<file path="src/verilog/rv_isa_pkg.sv">
package rv_isa_pkg;

  //////////////////////////////////////////////////
  // Word and field types
  //////////////////////////////////////////////////

  // Base 32-bit instruction word
  typedef logic [31:0] instr_t;

  typedef logic [4:0] opcode_t;
  typedef logic [2:0] funct3_t;
  typedef logic [6:0] funct7_t;
  typedef logic [1:0] quad_t;

  // Machine width mode as driven on st_xlen
  // Codes not listed here behave as RV64
  typedef enum logic [1:0] {
    RV32 = 2'b01,
    RV64 = 2'b10
  } xlen_mode_t;

  //////////////////////////////////////////////////
  // Field positions
  //////////////////////////////////////////////////

  localparam int F7_HI  = 31;
  localparam int F7_LO  = 25;
  localparam int F3_HI  = 14;
  localparam int F3_LO  = 12;
  localparam int OPC_HI = 6;
  localparam int OPC_LO = 2;

  //////////////////////////////////////////////////
  // Encodings
  //////////////////////////////////////////////////

  // Low two bits of every 32-bit instruction
  localparam quad_t   QUAD_32    = 2'b11;

  localparam opcode_t OPC_OP     = 5'b01100;
  localparam opcode_t OPC_OP32   = 5'b01110;

  // M extension marker
  localparam funct7_t F7_MULDIV  = 7'b0000001;

  localparam funct3_t F3_MUL     = 3'b000;
  localparam funct3_t F3_MULH    = 3'b001;
  localparam funct3_t F3_MULHSU  = 3'b010;
  localparam funct3_t F3_MULHU   = 3'b011;

endpackage

</file>
<file path="src/verilog/mul_cfg_pkg.sv">
package mul_cfg_pkg;

  //////////////////////////////////////////////////
  // Sizes and latency
  //////////////////////////////////////////////////

  localparam int XLEN        = 64;
  localparam int DXLEN       = 2 * XLEN;

  // Cycles from acceptance to result, legal range 1 to 3
  localparam int MUL_LATENCY = 2;
  localparam int CNT_W       = $clog2(MUL_LATENCY + 1);

  typedef logic [XLEN-1:0]  xword_t;
  typedef logic [DXLEN-1:0] dword_t;
  typedef logic [CNT_W-1:0] lat_cnt_t;

  //////////////////////////////////////////////////
  // Internal enums
  //////////////////////////////////////////////////

  // Operation class shared by prep and datapath
  typedef enum logic [2:0] {
    OP_MUL, OP_MULH, OP_MULHSU, OP_MULHU, OP_MULW
  } mul_op_t;

  typedef enum logic {SEQ_IDLE, SEQ_WAIT} seq_state_t;

endpackage

</file>
<file path="src/verilog/mul_decode.sv">
module mul_decode (
  input  rv_isa_pkg::instr_t   id_instr,
  input  logic [1:0]           st_xlen,
  output logic                 is_mul,
  output mul_cfg_pkg::mul_op_t mul_op
);
  import rv_isa_pkg::*;
  import mul_cfg_pkg::*;

  funct7_t    funct7;
  funct3_t    funct3;
  opcode_t    opcode;
  quad_t      quad;
  xlen_mode_t xlen_mode;
  logic       m_ext;

  //////////////////////////////////////////////////
  // Field split
  //////////////////////////////////////////////////

  assign funct7    = id_instr[F7_HI:F7_LO];
  assign funct3    = id_instr[F3_HI:F3_LO];
  assign opcode    = id_instr[OPC_HI:OPC_LO];
  assign quad      = id_instr[1:0];
  assign xlen_mode = xlen_mode_t'(st_xlen);

  // Full-size M-extension word
  assign m_ext = (quad == QUAD_32) && (funct7 == F7_MULDIV);

  //////////////////////////////////////////////////
  // Classify
  //////////////////////////////////////////////////

  always_comb begin
    is_mul = 1'b0;
    mul_op = OP_MUL;
    if (m_ext && opcode == OPC_OP) begin
      // funct3 4 to 7 are divides, left to the divider
      case (funct3)
        F3_MUL:    begin is_mul = 1'b1; mul_op = OP_MUL;    end
        F3_MULH:   begin is_mul = 1'b1; mul_op = OP_MULH;   end
        F3_MULHSU: begin is_mul = 1'b1; mul_op = OP_MULHSU; end
        F3_MULHU:  begin is_mul = 1'b1; mul_op = OP_MULHU;  end
        default:   is_mul = 1'b0;
      endcase
    end else if (m_ext && opcode == OPC_OP32 && funct3 == F3_MUL) begin
      // Word multiply exists only in 64-bit mode
      is_mul = (xlen_mode != RV32);
      mul_op = OP_MULW;
    end
  end

endmodule

</file>
<file path="config.mk">
export PLATFORM = sky130hd
export DESIGN_NAME = mul_decode
export DESIGN_NICKNAME = d
export VERILOG_FILES = /design/src/verilog/rv_isa_pkg.sv /design/src/verilog/mul_cfg_pkg.sv /design/src/verilog/mul_decode.sv
export SDC_FILE = /design/constraint.sdc
export NUM_CORES = 1
export LEC_CHECK = 0
export BUFFER_PORTS_ARGS = -buffer_cell sky130_fd_sc_hd__buf_4
export CAP_MARGIN = 20
export CORE_AREA = 4 4 41 43
export DETAILED_ROUTE_END_ITERATION = 16
export DIE_AREA = 0 0 45 47
export MAX_ROUTING_LAYER = met4
export RECOVER_POWER = 25
export SLEW_MARGIN = 20
export SYNTH_ARGS = -nofsm -noshare
export SYNTH_HDL_FRONTEND = slang
export SYNTH_SLANG_ARGS = --single-unit
</file>
<file path="constraint.sdc">
create_clock -name vclk -period 3.3
set_input_delay 0.825 -clock vclk [all_inputs]
set_output_delay 0.825 -clock vclk [all_outputs]
set_load 0.005 [all_outputs]
</file>
==> run_results.csv <==
group,metric,value,unit
timing,period_needed,2672,ps
route,routedWlPerCell,9.176,microns
floorplan,num_rows,13,
power_and_ir_drop,p_leak,0.1372,nW
timing,hold_viol_final,0,
finish,syn2layout_area_growth,205.6,%
synth,syn-num-nets,47,
synth,synth_top_family_by_area,"simple AND/OR/NAND/NOR gates",
timing,fmax,374.2,MHz
synth,synthXorXnorAreaFrac,0,
floorplan,dieArea,2115,sq um
floorplan,start_util,0.06923,
global_route,antenna_found_initial,0,
placed_design,io_buffers,23,
power_and_ir_drop,peakVddDrop,0.01569,mV
setup_path,slowest_stage,"nor4b_1",
setup_path,required,2470,ps
min_path,min_to,"mul_op[1]",
synth,post-synth-top-count-cell,"nor2_1",
timing,worst_slew_margin_rel,0.8252,
setup_path,arrival,1850,ps
timing,period_share,0.8097,
timing,setup_viol,0,
route,totalWireLength,468,microns
finish,diodes,0,
clocking,hold_buffers,0,
synth,yosysWarnings,0,
global_route,grt_pass1_vias,180,
floorplan,die_h,47,microns
floorplan,die_w,45,microns
setup_path,cp-end-kind,"primary output",
setup_path,path_cells,"buf_4 -> nor4b_1 -> nand4_1 -> nor3b_1 -> buf_4",
finish,num-fill-cells,159,
global_route,grt_first_pass_wirelength,655,microns
outcome,status,"complete, no violations",
setup_path,critPathKind,"input pin to primary output",
synth,syn_area_per_cell,6.930,sq um
floorplan,ios,38,
clocking,cts-resized-gates,0,
route,postRouteAntennaNets,0,
synth,ys_types,9,
route,dr.max_layer_used,"met3",
timing,fin_setup_tns,0,ps
setup_path,worstPathMaxFanout,4,
min_path,min_path_cells,3,
finish,seq_cell_count,0,
synth,ys_seq_area_frac,0,
synth,synth_compound_area_frac,0.1111,
synth,synth_top_area_share,0.2778,
setup_path,critical-path-max-stage-delay,290,ps
timing,finalMaxSlewViolations,0,
route,num_vias,198,
finish,fin_nets,72,
global_route,track_usage,0.03981,
timing,rsz0062_at_grt,"false",
finish,stdcell_count,51,
placed_design,dp.cells,51,
timing,worstMarginPinSlew,258.6,ps
finish,final_layout_size_suffix_gt1_frac,0.6944,
job,cap_violations,0,
placed_design,gp_congestion,0.6223,
finish,final_core_util,0.2115,
route,firstDrtPassIters,1,
synth,yosys-top-cells-area,"and4bb_2 28%, nor3b_1 17%, nor4b_2 17%",
route,wl_met2,156,microns
setup_path,path_common_cell,"buf_4",
synth,synthSimpleGateAreaFrac,0.8472,
synth,synth_common_cells,"3 x nor2_1, 2 x and4bb_2, 2 x nor3b_1",
synth,synthAdderAreaFrac,0,
power_and_ir_drop,power_density,73.96,nW/um^2
route,vias_per_cell,3.882,
global_route,grt_start_max_net_pins,5,
finish,clockBufferCount,0,
setup_path,startpoint_type,"input pin",
synth,synthMuxAreaShare,0,
synth,synth_top_area_cell,"and4bb_2",
route,wl_met3,156,microns
route,drc,0,
synth,synth_area,90.09,sq um
synth,syn_inst,13,
finish,regArea,0,sq um
route,wl_met1,156,microns
route,dr.first_iter.drc_count,0,
min_path,worstHoldStart,"id_instr[3]",
floorplan,coreArea,1301,sq um
min_path,hp-class,"input pin to primary output",
clocking,cts_setup_buffers,0,
global_route,overflow,0,
-- stage by stage --
step,setup WS [ps],hold WS [ps],area (sq um),power [mW]
after global routing,433.8,1932,275.3,0.02212
after detailed placement,646.1,1919,281.5,0.02110
after global placement,684.6,1914,281.5,0.02085
after floorplan,979.5,1683,90.09,0.003393
final,628.0,1917,275.3,0.02036
after CTS,644.3,1919,281.5,0.02115
-- layout by cell type, fill, tap and decap left out --
master / instances
buf_4: 23
nand2_1: 1
and4bb_2: 2
inv_1: 1
nor2_1: 3
nor3b_1: 2
a21oi_1: 1
nand4_1: 1
nor4b_1: 1
o21ai_0: 1
-- cells by family (layout without fill, tap and decap cells) --
kind of cell	Yosys count	after routing
simple gates	10	10
compound gates	2	2
buf+inv	1	24
-- how the worst max path moves through the flow --
stage	startpoint	end	slack (ps)	cells after the start
after floorplan	id_instr[6]	mul_op[0]	980	3
after global placement	id_instr[6]	mul_op[0]	680	5
after detailed placement	id_instr[6]	mul_op[0]	650	5
after CTS	id_instr[6]	mul_op[0]	640	5
after global routing	id_instr[6]	mul_op[0]	430	5
final	id_instr[6]	mul_op[0]	630	5
-- final cells by class --
class                      count  area (sq um)  share of cell area
inverter                       1         3.754             0.01364
tap                           15         18.77             0.06818
timing repair buffer          23         172.7              0.6273
multi-input combinational     12         80.08              0.2909
-- layer usage --
layer / global-route usage / vias up
li1: - / 96
met2: 0.07910 / 23
met5: - / -
met3: 0.02299 / 0
met4: 0 / 0
met1: 0.03371 / 79
-- power by group --
group / leakage [nW] / switching [mW] / internal (mW)
clock network: 0 / 0 / 0
registers: 0 / 0 / 0
logic: 0.137 / 0.00416 / 0.0162
-- worst max-delay path: cells and delay by family --
family                 cells  cell delay [ps]
buffers and inverters      2              250
and+or+nand+nor            3              770
(Power assumes the default switching activity.)
