[src/verilog/mul_cfg_pkg.sv]
package mul_cfg_pkg;

  //////////////////////////////////////////////////
  // Sizes and latency
  //////////////////////////////////////////////////

  localparam int XLEN        = 64;
  localparam int DXLEN       = 2 * XLEN;

  // Cycles from acceptance to result, legal range 1 to 3
  localparam int MUL_LATENCY = 2;
  localparam int CNT_W       = $clog2(MUL_LATENCY + 1);

  typedef logic [XLEN-1:0]  xword_t;
  typedef logic [DXLEN-1:0] dword_t;
  typedef logic [CNT_W-1:0] lat_cnt_t;

  //////////////////////////////////////////////////
  // Internal enums
  //////////////////////////////////////////////////

  // Operation class shared by prep and datapath
  typedef enum logic [2:0] {
    OP_MUL, OP_MULH, OP_MULHSU, OP_MULHU, OP_MULW
  } mul_op_t;

  typedef enum logic {SEQ_IDLE, SEQ_WAIT} seq_state_t;

endpackage

[src/verilog/mul_operand_prep.sv]
module mul_operand_prep (
  input  mul_cfg_pkg::xword_t  op_a,
  input  mul_cfg_pkg::xword_t  op_b,
  input  mul_cfg_pkg::mul_op_t mul_op,
  output mul_cfg_pkg::xword_t  mult_a,
  output mul_cfg_pkg::xword_t  mult_b,
  output logic                 mult_neg
);
  import mul_cfg_pkg::*;

  //////////////////////////////////////////////////
  // Helpers
  //////////////////////////////////////////////////

  // Widen a 32-bit value by its sign
  function automatic xword_t sext32(input logic [31:0] w);
    sext32 = {{(XLEN-32){w[31]}}, w};
  endfunction

  // Magnitude of a two's complement word
  function automatic xword_t abs_w(input xword_t v);
    abs_w = v[XLEN-1] ? (~v + xword_t'(1)) : v;
  endfunction

  xword_t a_w;
  xword_t b_w;

  // Word forms see only the low halves
  assign a_w = sext32(op_a[31:0]);
  assign b_w = sext32(op_b[31:0]);

  //////////////////////////////////////////////////
  // Unsigned operands
  //////////////////////////////////////////////////

  always_comb begin
    case (mul_op)
      OP_MULW: begin
        mult_a = abs_w(a_w);
        mult_b = abs_w(b_w);
      end
      OP_MULHU: begin
        mult_a = op_a;
        mult_b = op_b;
      end
      OP_MULHSU: begin
        // B is unsigned here
        mult_a = abs_w(op_a);
        mult_b = op_b;
      end
      default: begin
        mult_a = abs_w(op_a);
        mult_b = abs_w(op_b);
      end
    endcase
  end

  //////////////////////////////////////////////////
  // Result sign
  //////////////////////////////////////////////////

  always_comb begin
    case (mul_op)
      OP_MUL, OP_MULH: mult_neg = op_a[XLEN-1] ^ op_b[XLEN-1];
      OP_MULHSU:       mult_neg = op_a[XLEN-1];
      OP_MULW:         mult_neg = op_a[31] ^ op_b[31];
      default:         mult_neg = 1'b0;
    endcase
  end

endmodule

[config.mk]
export PLATFORM = sky130hd
export DESIGN_NAME = mul_operand_prep
export DESIGN_NICKNAME = d
export VERILOG_FILES = /design/src/verilog/mul_cfg_pkg.sv /design/src/verilog/mul_operand_prep.sv
export SDC_FILE = /design/constraint.sdc
export NUM_CORES = 1
export LEC_CHECK = 0
export BUFFER_PORTS_ARGS = -buffer_cell sky130_fd_sc_hd__buf_4
export CAP_MARGIN = 10
export CORE_ASPECT_RATIO = 0.8
export CORE_MARGIN = 1
export CORE_UTILIZATION = 47
export DETAILED_ROUTE_END_ITERATION = 7
export GPL_ROUTABILITY_DRIVEN = 0
export PLACE_DENSITY = 0.86
export REMOVE_ABC_BUFFERS = 1
export SLEW_MARGIN = 0
export SYNTH_ARGS = -nofsm -noshare
export SYNTH_HDL_FRONTEND = slang
export SYNTH_SLANG_ARGS = --single-unit
[constraint.sdc]
create_clock -name vclk -period 2.65
set_input_delay 0.1325 -clock vclk [all_inputs]
set_output_delay 0.1325 -clock vclk [all_outputs]
set_load 0.05 [all_outputs]
==> flow_summary_export.csv, run 1 <==
group,metric,value,unit
timing,setup_viol,0,
timing,slew_headroom,0.5125,
die,boundaryPins,260,
timing,max_freq,387.1,MHz
timing,holdWs,554.6,ps
min_path,hold_path_class,"primary input to output port",
detailed_routing,drt_iter0_drc,757,
layout,seqCellArea,0,um^2
layout,drive_gt1_frac,0.3484,
grt,grt_pass1_wl,27.13,mm
power,p_total,2.031,mW
grt,antenna_found_initial,0,
synthesis,ys_top_cells_by_count,"96 x nand2_1, 59 x nor2_1, 55 x nor3_1",
grt,grt_pass1_vias,5512,
die,die_h,88.50,um
critical_path,cp.required,2520,ps
synthesis,yosys_warnings,0,
synthesis,ys_top_cells_by_area,"nand2_1 8.2%, xnor2_1 7.8%, mux2i_1 6.4%",
synthesis,yosysTopAreaCell,"nand2_1",
grt,grt-ovfl-total,0,
power,peakVddDrop,0.3043,mV
die,core,0.009076,mm^2
critical_path,end_kind,"output port",
detailed_routing,drc,0,
synthesis,netlist_instances,724,
placement,dp_hpwl,14.74,mm
placement,post_dp_cell_area,0.006761,mm^2
timing,rsz0062_at_grt,"false",
synthesis,netlist_area,0.004395,mm^2
layout,fillers,781,
critical_path,cp-start-kind,"primary input",
cts,hold_buffers,0,
layout,n_clock_buffer,0,
status,status,"finished, final reports clean",
critical_path,path_class,"primary input to output port",
die,rows,31,
synthesis,syn_avg_cell_area,6.071,um^2
synthesis,ys_types,56,
detailed_routing,vias_per_cell,6.152,
run,maxCapViolations,0,
placement,numPortBuffers,260,
detailed_routing,wire_per_inst,16.27,um
detailed_routing,via_count,6835,
layout,seq_cells,0,
layout,layout.nets,1136,
layout,area_growth,54.31,%
critical_path,crit_fanout,6,
detailed_routing,drtPass1Iterations,5,
layout,antennaDiodeCount,0,
timing,fin_tns_setup,0,ps
timing,slew_viol_final,0,
synthesis,yosysMostFrequentCell,"nand2_1",
die,start_util,0.4843,
synthesis,synth_top_area_share,0.08198,
power,power.density,299.4,mW/mm^2
timing,hold_violations,0,
timing,finalCriticalPeriod,2583,ps
die,die_x,110.1,um
critical_path,cp.arrival,2450,ps
grt,grt_max_degree,48,
detailed_routing,drt_wl_total,18.08,mm
timing,tightestPinTransition,729.5,ps
grt,track_usage,0.3430,
layout,postLayoutCellArea,0.006783,mm^2
power,power.leakage,2.943,nW
synthesis,ys_seq_area_frac,0,
detailed_routing,ant_nets,0,
die,die_area,0.009745,mm^2
timing,min_period_over_period,0.9749,
-- where the power goes --
group / total [mW] / switching, mW / internal (mW) / leakage (nW)
Sequential: 0 / 0 / 0 / 0
Combinational: 2.03 / 1.36 / 0.671 / 2.94
Clock: 0 / 0 / 0 / 0
Total: 2.03 / 1.36 / 0.671 / 2.94
-- stage by stage --
step / cells / utilization / worst slack (ps)
after floorplan: 676 / - / -1678
after CTS: 1110 / 0.7454 / 22.90
final: 1111 / 0.7473 / 66.59
after global placement: 1110 / 0.7450 / 19.92
after global routing: 1111 / 0.7473 / 16.49
after detailed placement: 1110 / 0.7450 / -3.308
-- per-layer routing --
metal | routed length, um | vias to the layer above | GRT usage
met5 | 0 | - | 0
met3 | 1565 | 30 | 0.01988
li1 | - | 3288 | -
met2 | 7766 | 359 | 0.5261
met1 | 8436 | 3158 | 0.5296
met4 | 307 | 0 | 0.05024
-- worst max-delay path, cell delays in order --
cell,delay (ps)
buf_4,120
or3_4,380
or3_1,400
or4_4,600
or4_1,540
nand3_1,80
buf_4,200
-- final cells by class --
| type | instances | area (um^2) | area share |
|---|---|---|---|
| Inverter | 10 | 37.54 | 0.005534 |
| Tap cell | 115 | 143.9 | 0.02121 |
| Multi-Input combinational cell | 666 | 4199 | 0.6191 |
| Timing Repair Buffer | 320 | 2402 | 0.3542 |
-- final timing paths --
check	startpoint	endpoint	depth (start not counted)
worst min-delay path	op_b[0]	mult_b[0]	2
worst max-delay path	op_a[48]	mult_a[61]	7
-- cells in the final DEF (no fill, tap or decap), types with 14 or more instances in the layout --
cell type and n:
o21ai_0 38, nor4_1 33, or3_1 23, buf_4 320
mux2i_1 28, nand2_1 96, o31ai_1 18, nand3_1 22
nor3_1 55, nor2_1 58, a21oi_1 35, o211ai_1 22
xor2_1 21, a31oi_1 14, xnor2_1 39, nand2b_1 27
-- kinds of logic after synthesis --
kind of cell,synth area share
compound gates,0.2559
xor+xnor,0.1196
fa+ha+maj,0.01993
buf+inv,0.05038
mux,0.06633
simple gates,0.4879
-- repair_timing --
| action | CTS | global route |
|---|---|---|
| cloned | 0 | 0 |
| resized for setup | 1 | 2 |
| setup endpoints to repair | 1 | 17 |
| setup buffers | 0 | 1 |
(Power assumes the default switching activity.)
==> inputs of run 2 (changes only) <==
--- a/config.mk
+++ b/config.mk
@@ -13,7 +13,6 @@
 export DETAILED_ROUTE_END_ITERATION = 7
 export GPL_ROUTABILITY_DRIVEN = 0
 export PLACE_DENSITY = 0.86
-export REMOVE_ABC_BUFFERS = 1
 export SLEW_MARGIN = 0
 export SYNTH_ARGS = -nofsm -noshare
 export SYNTH_HDL_FRONTEND = slang
==> flow_summary_export.csv, run 2 (synthesized netlist as in run 1, its figures left out) <==
group,metric,value,unit
timing,setup_ws,81.81,ps
status,status,"finished, final reports clean",
detailed_routing,ant_nets,0,
layout,layoutNonFillerInstCount,1104,
timing,holdWs,562.2,ps
critical_path,crit_fanout,5,
critical_path,cp.required,2520,ps
critical_path,end_kind,"output port",
cts,post_cts_buffers,0,
power,peakVddDrop,0.2993,mV
run,maxCapViolations,0,
timing,slew_viol_final,0,
layout,layout.nets,1129,
timing,max_freq,389.4,MHz
die,boundaryPins,260,
layout,seq_cells,0,
grt,grt_pass1_wl,30.20,mm
grt,track_usage,0.3822,
layout,antennaDiodeCount,0,
critical_path,path_class,"primary input to output port",
power,p_total,2.081,mW
layout,fillers,742,
die,die_x,110.1,um
timing,rsz0062_at_grt,"false",
detailed_routing,wire_per_inst,18.06,um
cts,hold_buffers,0,
timing,slew_headroom,0.4093,
layout,multi_input_area,0.004339,mm^2
placement,dp_cells,1104,
detailed_routing,drt_wl_total,19.93,mm
timing,tightestPinTransition,886.1,ps
die,core,0.009076,mm^2
timing,setup_viol,0,
min_path,hold_path_class,"primary input to output port",
layout,area_growth,56.31,%
timing,min_period_over_period,0.9691,
placement,preCtsSetupSlack,2.520,ps
power,power.density,302.9,mW/mm^2
layout,n_clock_buffer,0,
die,die_h,88.50,um
timing,hold_violations,0,
synthesis,syn_nets,862,
die,rows,31,
layout,mostFrequentLayoutCells,"313 x buf_4, 96 x nand2_1, 58 x nor2_1",
grt,grt-ovfl-total,0,
grt,grt_max_degree,89,
placement,dp_hpwl,16.10,mm
layout,seqCellArea,0,um^2
grt,grt_pass1_vias,6167,
layout,drive_gt1_frac,0.3741,
layout,layout_commonest_cell,"buf_4",
detailed_routing,drc,0,
grt,antenna_found_initial,0,
power,power.leakage,2.933,nW
detailed_routing,via_count,7048,
placement,numPortBuffers,260,
critical_path,cp.arrival,2440,ps
detailed_routing,vias_per_cell,6.384,
detailed_routing,drt_iter0_drc,727,
timing,finalCriticalPeriod,2568,ps
die,die_area,0.009745,mm^2
critical_path,cp-start-kind,"primary input",
detailed_routing,drtPass1Iterations,5,
die,start_util,0.4843,
-- run 2: cell types whose count changed in the layout (fill, tap and decap cells not counted), sizes merged --
cell / previous run / this run
buf: 320 / 313
-- run 2: report_power, final --
| part | switching [mW] | internal (mW) |
|---|---|---|
| combinational | 1.40 | 0.686 |
| sequential | 0 | 0 |
| clock | 0 | 0 |
-- run 2: metrics by stage --
stage	instance area (um^2)	TNS [ps]	util
CTS	6849	0	0.7546
finish	6870	0	0.7570
global placement	6845	0	0.7542
floorplan	4527	-1196	-
global route	6870	0	0.7570
detailed placement	6845	0	0.7542
-- run 2: layout make-up --
type	count	area share
Tap cell	115	0.02094
Inverter	10	0.005463
Timing Repair Buffer	313	0.3420
Multi-Input combinational cell	666	0.6316
-- run 2: repair_timing --
item | CTS | global route
cloned | 0 | 0
resized for setup | 1 | 5
endpoints found under the setup margin | 2 | 15
-- run 2: worst max-delay path: stages --
cell	delay, ps
buf_4	120
or3_4	390
or3_1	390
or4_1	570
buf_4	180
or3_1	360
nand3_1	80
buf_4	200
-- run 2: worst paths after layout --
check,end,start,cells past startpoint,slack [ps]
setup / recovery,mult_a[55],op_a[48],8,80
hold / removal,mult_b[0],op_b[0],2,560
-- run 2: layer usage --
layer  vias to the layer above  track usage  share of wire
met5                         -            0              0
met4                         0       0.1041          0.025
met3                        52      0.05449           0.11
met1                      3287       0.5466           0.43
li1                       3282            -              -
met2                       427       0.5955           0.44
