===== config.mk =====
export PLATFORM = sky130hd
export DESIGN_NAME = mul_sequencer
export DESIGN_NICKNAME = d
export VERILOG_FILES = /design/src/verilog/mul_cfg_pkg.sv /design/src/verilog/mul_sequencer.sv
export SDC_FILE = /design/constraint.sdc
export NUM_CORES = 1
export LEC_CHECK = 0
export BUFFER_PORTS_ARGS = -buffer_cell sky130_fd_sc_hd__buf_4
export CAP_MARGIN = 10
export CORE_AREA = 2 2 39 41
export CTS_CLUSTER_DIAMETER = 120
export CTS_CLUSTER_SIZE = 8
export DETAILED_ROUTE_END_ITERATION = 7
export DIE_AREA = 0 0 41 43
export SYNTH_ARGS = -nofsm -noshare
export SYNTH_HDL_FRONTEND = slang
export SYNTH_SLANG_ARGS = --single-unit

===== constraint.sdc =====
create_clock -name clk -period 2.5 [get_ports clk]
set_input_delay 0.625 -clock clk [delete_from_list [all_inputs] [get_ports clk]]
set_output_delay 0.625 -clock clk [all_outputs]
set_load 0.02 [all_outputs]

===== src/verilog/mul_cfg_pkg.sv =====
package mul_cfg_pkg;

  //////////////////////////////////////////////////
  // Sizes and latency
  //////////////////////////////////////////////////

  localparam int XLEN        = 64;
  localparam int DXLEN       = 2 * XLEN;

  // Cycles from acceptance to result, legal range 1 to 3
  localparam int MUL_LATENCY = 2;
  localparam int CNT_W       = $clog2(MUL_LATENCY + 1);

  typedef logic [XLEN-1:0]  xword_t;
  typedef logic [DXLEN-1:0] dword_t;
  typedef logic [CNT_W-1:0] lat_cnt_t;

  //////////////////////////////////////////////////
  // Internal enums
  //////////////////////////////////////////////////

  // Operation class shared by prep and datapath
  typedef enum logic [2:0] {
    OP_MUL, OP_MULH, OP_MULHSU, OP_MULHU, OP_MULW
  } mul_op_t;

  typedef enum logic {SEQ_IDLE, SEQ_WAIT} seq_state_t;

endpackage


===== src/verilog/mul_sequencer.sv =====
module mul_sequencer (
  input  logic clk,
  input  logic rstn,
  input  logic ex_stall,
  input  logic id_bubble,
  input  logic is_mul,
  output logic issue,
  output logic mul_stall,
  output logic mul_bubble
);
  import mul_cfg_pkg::*;

  seq_state_t state;
  lat_cnt_t   cnt;

  initial begin
    assert (MUL_LATENCY >= 1 && MUL_LATENCY <= 3)
      else $fatal(1, "mul_sequencer: MUL_LATENCY %0d out of range 1..3", MUL_LATENCY);
  end

  //////////////////////////////////////////////////
  // Acceptance
  //////////////////////////////////////////////////

  // ex_stall only matters while idle
  assign issue = (state == SEQ_IDLE) && !ex_stall && !id_bubble && is_mul;

  //////////////////////////////////////////////////
  // FSM and latency counter
  //////////////////////////////////////////////////

  always_ff @(posedge clk or negedge rstn) begin
    if (!rstn) begin
      state      <= SEQ_IDLE;
      cnt        <= '0;
      mul_stall  <= 1'b0;
      mul_bubble <= 1'b1;
    end else begin
      // Result slot is a single cycle
      mul_bubble <= 1'b1;
      case (state)
        SEQ_IDLE: begin
          if (issue) begin
            state     <= SEQ_WAIT;
            cnt       <= lat_cnt_t'(MUL_LATENCY - 1);
            mul_stall <= 1'b1;
          end
        end
        SEQ_WAIT: begin
          if (cnt != '0) begin
            cnt <= cnt - 1'b1;
          end else begin
            // Release decode and hand the result to writeback
            state      <= SEQ_IDLE;
            mul_stall  <= 1'b0;
            mul_bubble <= 1'b0;
          end
        end
        default: state <= SEQ_IDLE;
      endcase
    end
  end

  //////////////////////////////////////////////////
  // Protocol checks
  //////////////////////////////////////////////////

  a_no_result_in_stall: assert property (@(posedge clk) disable iff (!rstn)
    mul_stall |-> mul_bubble)
    else $error("mul_sequencer: result slot while stalled");

  // No second issue while the latency runs
  a_no_issue_busy: assert property (@(posedge clk) disable iff (!rstn)
    issue |=> !issue [*MUL_LATENCY])
    else $error("mul_sequencer: issue while a multiply is in flight");

  // Stall covers the latency exactly, then drops
  a_stall_len: assert property (@(posedge clk) disable iff (!rstn)
    $rose(mul_stall) |-> mul_stall [*MUL_LATENCY] ##1 !mul_stall)
    else $error("mul_sequencer: stall length differs from latency");

endmodule


==> results of run 1 <==
area by class of cell:
| type | count | area (µm²) |
|---|---|---|
| inverters | 2 | 7.51 |
| clock buffers | 4 | 26.3 |
| multi-input cells | 10 | 87.6 |
| flip-flops and latches | 5 | 126 |
| well taps | 16 | 20.0 |
| fillers | 149 | 1060 |
| repair buffers | 7 | 52.6 |
registers in the layout (all words and copies together) (netlist names):
| name | count |
|---|---|
| state | 1 |
| cnt | 2 |
| mul_bubble | 1 |
| mul_stall | 1 |
worst paths after layout:
kind	startpoint	endpoint	slack, ns	cells past startpoint
worst min register to register	mul_stall$_DFFE_PN0P_	mul_stall$_DFFE_PN0P_	0.47	1
min in group clk	mul_stall$_DFFE_PN0P_	mul_stall$_DFFE_PN0P_	0.47	1
worst max register to register	cnt[0]$_DFFE_PN0P_	cnt[1]$_DFFE_PN0P_	1.31	5
worst max-delay path	id_bubble	issue	0.54	3
worst min-delay path	rstn	mul_stall$_DFFE_PN0P_	0.18	1
max in group asynchronous	rstn	mul_bubble$_DFF_PN1_	2.13	1
synth_stat cells:
cell and number:
mux2i_1 1, nand2_1 2, or2b_1 1, a21o_1 1, nor4b_4 1, nor2_2 1
dfrtp_1 4, inv_1 2, dfstp_2 1, nand2b_1 1, o22ai_1 1, ha_1 1
cell families (layout without fill, tap and decap cells):
| logic type | count (synthesis) | in the layout | share of synthesized area (%) |
|---|---|---|---|
| AND/OR/NAND/NOR | 6 | 6 | 23.2 |
| flip-flops | 5 | 5 | 57.1 |
| AO/OA/AOI/OAI | 2 | 2 | 6.22 |
| buffers and inverters | 2 | 13 | 3.39 |
| adder cells (fa/ha/maj) | 1 | 1 | 5.65 |
| multiplexers | 1 | 1 | 4.52 |
worst register-to-register path, cell delays in order, from the launching register on:
cell	delay, ns
dfrtp_1	0.37
inv_1	0.06
ha_1	0.20
or2b_1	0.27
nand2_1	0.08
o22ai_1	0.07
metrics by stage:
stage	power, W	hold slack [ns]	instances	instance area [µm²]	setup slack (ns)
CTS	0.000373	0.172	44	320	0.532
finish	0.000363	0.179	44	320	0.537
floorplan	0.000233	0.329	17	221	0.775
global placement	0.000272	0.431	40	294	0.513
global route	0.000395	0.169	44	320	0.495
detailed placement	0.000275	0.433	40	294	0.536
power by group:
group           total, W  leakage (nW)  switching, W  internal [W]
Sequential      0.000145        0.0588     0.0000247      0.000121
Clock          0.0000925        0.0150     0.0000322     0.0000603
Combinational   0.000125        0.0865     0.0000618     0.0000633
layer usage:
layer	track usage (%)	vias up
met5	0	-
met4	0	0
met3	7.85	0
met2	5.00	10
met1	6.49	69
li1	-	77
==> results.md, run 1 <==
* Outcome: finished clean
* RSZ-0062 raised after global routing: no
* H-tree depth at 1
* Crit path largest cell delay at 0.38 ns
* Leading cell types in the layout, fill and taps excluded: buf_4 (7), dfrtp_1 (4), clkbuf_4 (3), inv_1 (2), nand2_1 (2)
* GRT Overall Usage at 5.14%
* Postcts setup bufs at 0
* Peak supply drop at 0.413 mV
* Ant diodes at 0
* Die ar. at 1760 µm²
* DR iter-0 viols at 0
* Crit. End Element: primary output
* Met2 wire len at 114 µm
* Worst EP required at 1.88 ns
* Initial core utilization at 16.0%
* Setup Total Neg Slack at 0 ns
* Cells after synthesis at 17
* DIE HEIGHT at 43 µm
* Worst Setup Start Kind: input pin
* Post-CTS Hold Buffers at 0
* Crit path max-delay family: simple AND/OR/NAND/NOR gates
* Rows at 14
* Largest net degree at the start of global routing at 6
* CP Max Fanout at 5
* Die span in x at 41 µm
* Layout area overhead at 44.6%
* Leak pwr at 0.160 nW
* Syn Std Cell Area at 221 µm²
* Vias in the first global route at 126
* Critical path type: input pin to primary output
* DR WL/cell at 8.27 µm
* Hold WC Path Type: input pin to async pin
* PortBufs at 7
* GR Overflow Total at 0
* CP arrival at 1.34 ns
* Post-Syn Area per Cell at 13.0 µm²
* Final setup viols at 0
* CTS tree: built
* PostCTS Resize Cnt at 0
* Power density cells at 1130 nW/µm²
* Worst path slowest cell: nor4b_4
* Mapped Nets at 23
* CTS Buffer Depth at 2
* Fmax at 509 MHz
* Vias at 156
* Met1 WL at 187 µm
* Seq/Total Area, Yosys at 57.1%
* Distinct cell type count after synthesis at 12
* Final clock skew at 0.000635 ns
* DRT Pass-1 Iters at 1
* Final hold vios at 0
* Share of the synthesized area in the top cell type at 45.2%
* Worst skew pair latency at 0.24 ns
* Drt total wl at 364 µm
* # DRC at 0
* Nets at 35
* CP most frequent cell: buf_4
* Via-to-Cell Ratio at 3.55
* Buf/Inv on CP at 2
* Routed Antenna Nets at 0
* Fin crit share at 78.5%
* Commonest non-fill, non-tap cell in the layout: buf_4
* Share of layout cells above drive strength 1 at 46.4%
* Worst-path clk slew at 0.04 ns
* Total core area at 1380 µm²
* Root Driver: clkbuf_4
* FF+latch count, synth at 5
* Post-layout util at 23.1%
* TritonCTS Sinks at 5
* GP Congestion at 0.637
* DR top layer: met3
* Maximum capacitance violations at 0
* Top-level I/O count at 8
* Met3 WL at 61 µm
* Cell taking the most area after synthesis: dfrtp_1
* CP cell instances: buf_4 -> nor4b_4 -> buf_4
* Relative slew slack at 76.3%
* Syn. warnings at 0
* Measured slew at the worst slew-check pin at 0.353 ns
* CTS buffer count at 3
* Final Max Slew Viols at 0
* Top post-synthesis cells by area: dfrtp_1 (45%), dfstp_2 (12%), nor4b_4 (11%), ha_1 (5.6%), mux2i_1 (4.5%)
* Min Tclk post-route at 1.96 ns
* First-pass GRT wire length at 538 µm
* Number of antenna violations at the first check in global routing at 0
Note: power is estimated with default switching activity, not from simulation.
==> run 2: changes to the inputs <==
--- a/config.mk
+++ b/config.mk
@@ -5,6 +5,7 @@
 export SDC_FILE = /design/constraint.sdc
 export NUM_CORES = 1
 export LEC_CHECK = 0
+export ABC_AREA = 1
 export BUFFER_PORTS_ARGS = -buffer_cell sky130_fd_sc_hd__buf_4
 export CAP_MARGIN = 10
 export CORE_AREA = 2 2 39 41
==> constraint.sdc (replaced) <==
create_clock -name clk -period 1.9 [get_ports clk]
set_input_delay 0.475 -clock clk [delete_from_list [all_inputs] [get_ports clk]]
set_output_delay 0.475 -clock clk [all_outputs]
set_load 0.02 [all_outputs]
==> results.md, run 2 <==
* PortBufs at 7
* CTS tree: built
* Root Driver: clkbuf_4
* Distinct cell type count after synthesis at 10
* Worst slack, placed at 0.421 ns
* Mapped Nets at 34
* Logic gate share of total power at 37.0%
* Clock power frac at 24.9%
* Met2 wire len at 174 µm
* Syn. warnings at 0
* Relative slew slack at 88.6%
* H-tree depth at 1
* Ant diodes at 0
* FF+latch count, synth at 5
* Critical path type: register to primary output
* Drt total wl at 394 µm
* Final setup viols at 0
* Top post-synthesis cells by area: dfrtp_1 (41%), nand2_1 (14%), dfstp_2 (11%), inv_1 (9.1%), ha_1 (5.1%)
* Leading cell types in the layout, fill and taps excluded: nand2_1 (9), buf_4 (7), inv_1 (6), dfrtp_1 (4), clkbuf_4 (3)
* Worst EP required at 1.42 ns
* DRT Pass-1 Iters at 4
* P_int at 0.000312 W
* Dpl cells at 51
* Rows at 14
* Count leader, synth: nand2_1
* EDFF count, synth at 0
* First-pass GRT wire length at 717 µm
* Syn Std Cell Area at 246 µm²
* Met3 WL at 70 µm
* CP arrival at 1.09 ns
* Worst-path clk slew at 0.04 ns
* DR iter-0 viols at 3
* FF-to-FF path depth at 7
* Share of the synthesized area in the top cell type at 40.6%
* Fmax at 640 MHz
* Setup Total Neg Slack at 0 ns
* Largest register FFs at 2
* Die span in x at 41 µm
* PostCTS Resize Cnt at 0
* Min Tclk post-route at 1.56 ns
* Die ar. at 1760 µm²
* CTS buffer count at 3
* Worst Setup Start Kind: register
* Power density cells at 1400 nW/µm²
* Total core area at 1380 µm²
* Layout area overhead at 40.1%
* Setup WS post-layout at 0.337 ns
* Post-Syn Area per Cell at 8.80 µm²
* GP Congestion at 0.675
* Share of layout cells above drive strength 1 at 41.0%
* Initial core utilization at 17.8%
* Vias in the first global route at 189
* Final hold vios at 0
* Leak pwr at 0.187 nW
* TritonCTS Sinks at 5
* Hold WC Path Type: input pin to async pin
* GR Overflow Total at 0
* Measured slew at the worst slew-check pin at 0.171 ns
* GRT Overall Usage at 6.67%
* Async S/R FF share, synth at 100%
* FILL cells at 158
* Nets at 46
* Routed Antenna Nets at 0
* Postcts setup bufs at 0
* Cell taking the most area after synthesis: dfrtp_1
* Fin cells at 55
* # DRC at 0
* Ys flop type: dfrtp_1
* Vias at 209
* CTS Buffer Depth at 2
* Crit. End Element: primary output
* Psw at 0.000173 W
* Met1 WL at 149 µm
* Top-level I/O count at 8
* Outcome: finished clean
* Share of power burned in registers at 38.1%
* DR WL/cell at 7.16 µm
* Commonest non-fill, non-tap cell in the layout: nand2_1
* DIE HEIGHT at 43 µm
* Largest net degree at the start of global routing at 6
* Final clock skew at 0.00481 ns
* CP Max Fanout at 5
* Post-CTS Hold Buffers at 0
* Maximum capacitance violations at 0
* Most flops, register: cnt
* Number of antenna violations at the first check in global routing at 0
* Total power at 0.000485 W
* Peak supply drop at 0.391 mV
* Cells after synthesis at 28
* Via-to-Cell Ratio at 3.80
* Fin crit share at 82.3%
* Worst skew pair latency at 0.24 ns
* Seq/Total Area, Yosys at 51.3%
* Final Max Slew Viols at 0
* DR top layer: met3
* Final HPWL DP at 333 µm
* Commonest cells in the netlist: nand2_1 (9), inv_1 (6), dfrtp_1 (4)
* Switching part of the total at 35.6%
* RSZ-0062 raised after global routing: no
## run 2: final cells by class
| type | instances | area [µm²] | area share [%] |
|---|---|---|---|
| flip-flops and latches | 5 | 126 | 36.6 |
| well taps | 16 | 20.0 | 5.80 |
| multi-input cells | 17 | 97.6 | 28.3 |
| repair buffers | 7 | 52.6 | 15.2 |
| inverters | 6 | 22.5 | 6.52 |
| clock buffers | 4 | 26.3 | 7.61 |
## run 2: worst max-delay path: stages, from the launching register on
cell and delay (ns):
dfrtp_1 0.42, nor2_2 0.13, nand2_2 0.10, inv_1 0.06, buf_4 0.13
## run 2: routing by layer
metal / global-route usage, % / vias up
met2: 8.75 / 12
met4: 6.00 / 0
met1: 5.59 / 93
li1: - / 104
met5: 0 / -
met3: 6.28 / 0
## run 2: cell families after synthesis
logic type / count (synthesis) / share of synthesized area, %
fa+ha+maj: 1 / 5.08
simple gates: 16 / 34.5
flops: 5 / 51.3
buf+inv: 6 / 9.14
## run 2: path summary, 6_finish.rpt
kind / from / to / slack [ns]
max: state$_DFF_PN0_ / issue / 0.34
min: rstn / mul_stall$_DFFE_PN0P_ / 0.02
max reg2reg: cnt[0]$_DFFE_PN0P_ / cnt[1]$_DFFE_PN0P_ / 0.85
min reg2reg: mul_stall$_DFFE_PN0P_ / mul_stall$_DFFE_PN0P_ / 0.48
max in group asynchronous: rstn / mul_bubble$_DFF_PN1_ / 1.68
min in group clk: mul_stall$_DFFE_PN0P_ / mul_stall$_DFFE_PN0P_ / 0.48
## run 2: through the flow
stage	cell area, µm²	utilization (%)	hold slack (ns)
2_1_floorplan	246	-	0.179
3_3_place_gp	319	23.1	0.278
3_5_place_dp	319	23.1	0.279
4_1_cts	345	25.0	0.0161
5_1_grt	345	25.0	0.00980
6_report	345	25.0	0.0244
## run 2: power groups by stage
stage	registers [W]	logic [W]	clock network [W]
after floorplan	0.000202	0.000109	0
after global placement	0.000186	0.000182	0
after detailed placement	0.000187	0.000183	0
after CTS	0.000185	0.000184	0.000128
after global routing	0.000191	0.000208	0.000137
final	0.000185	0.000179	0.000121
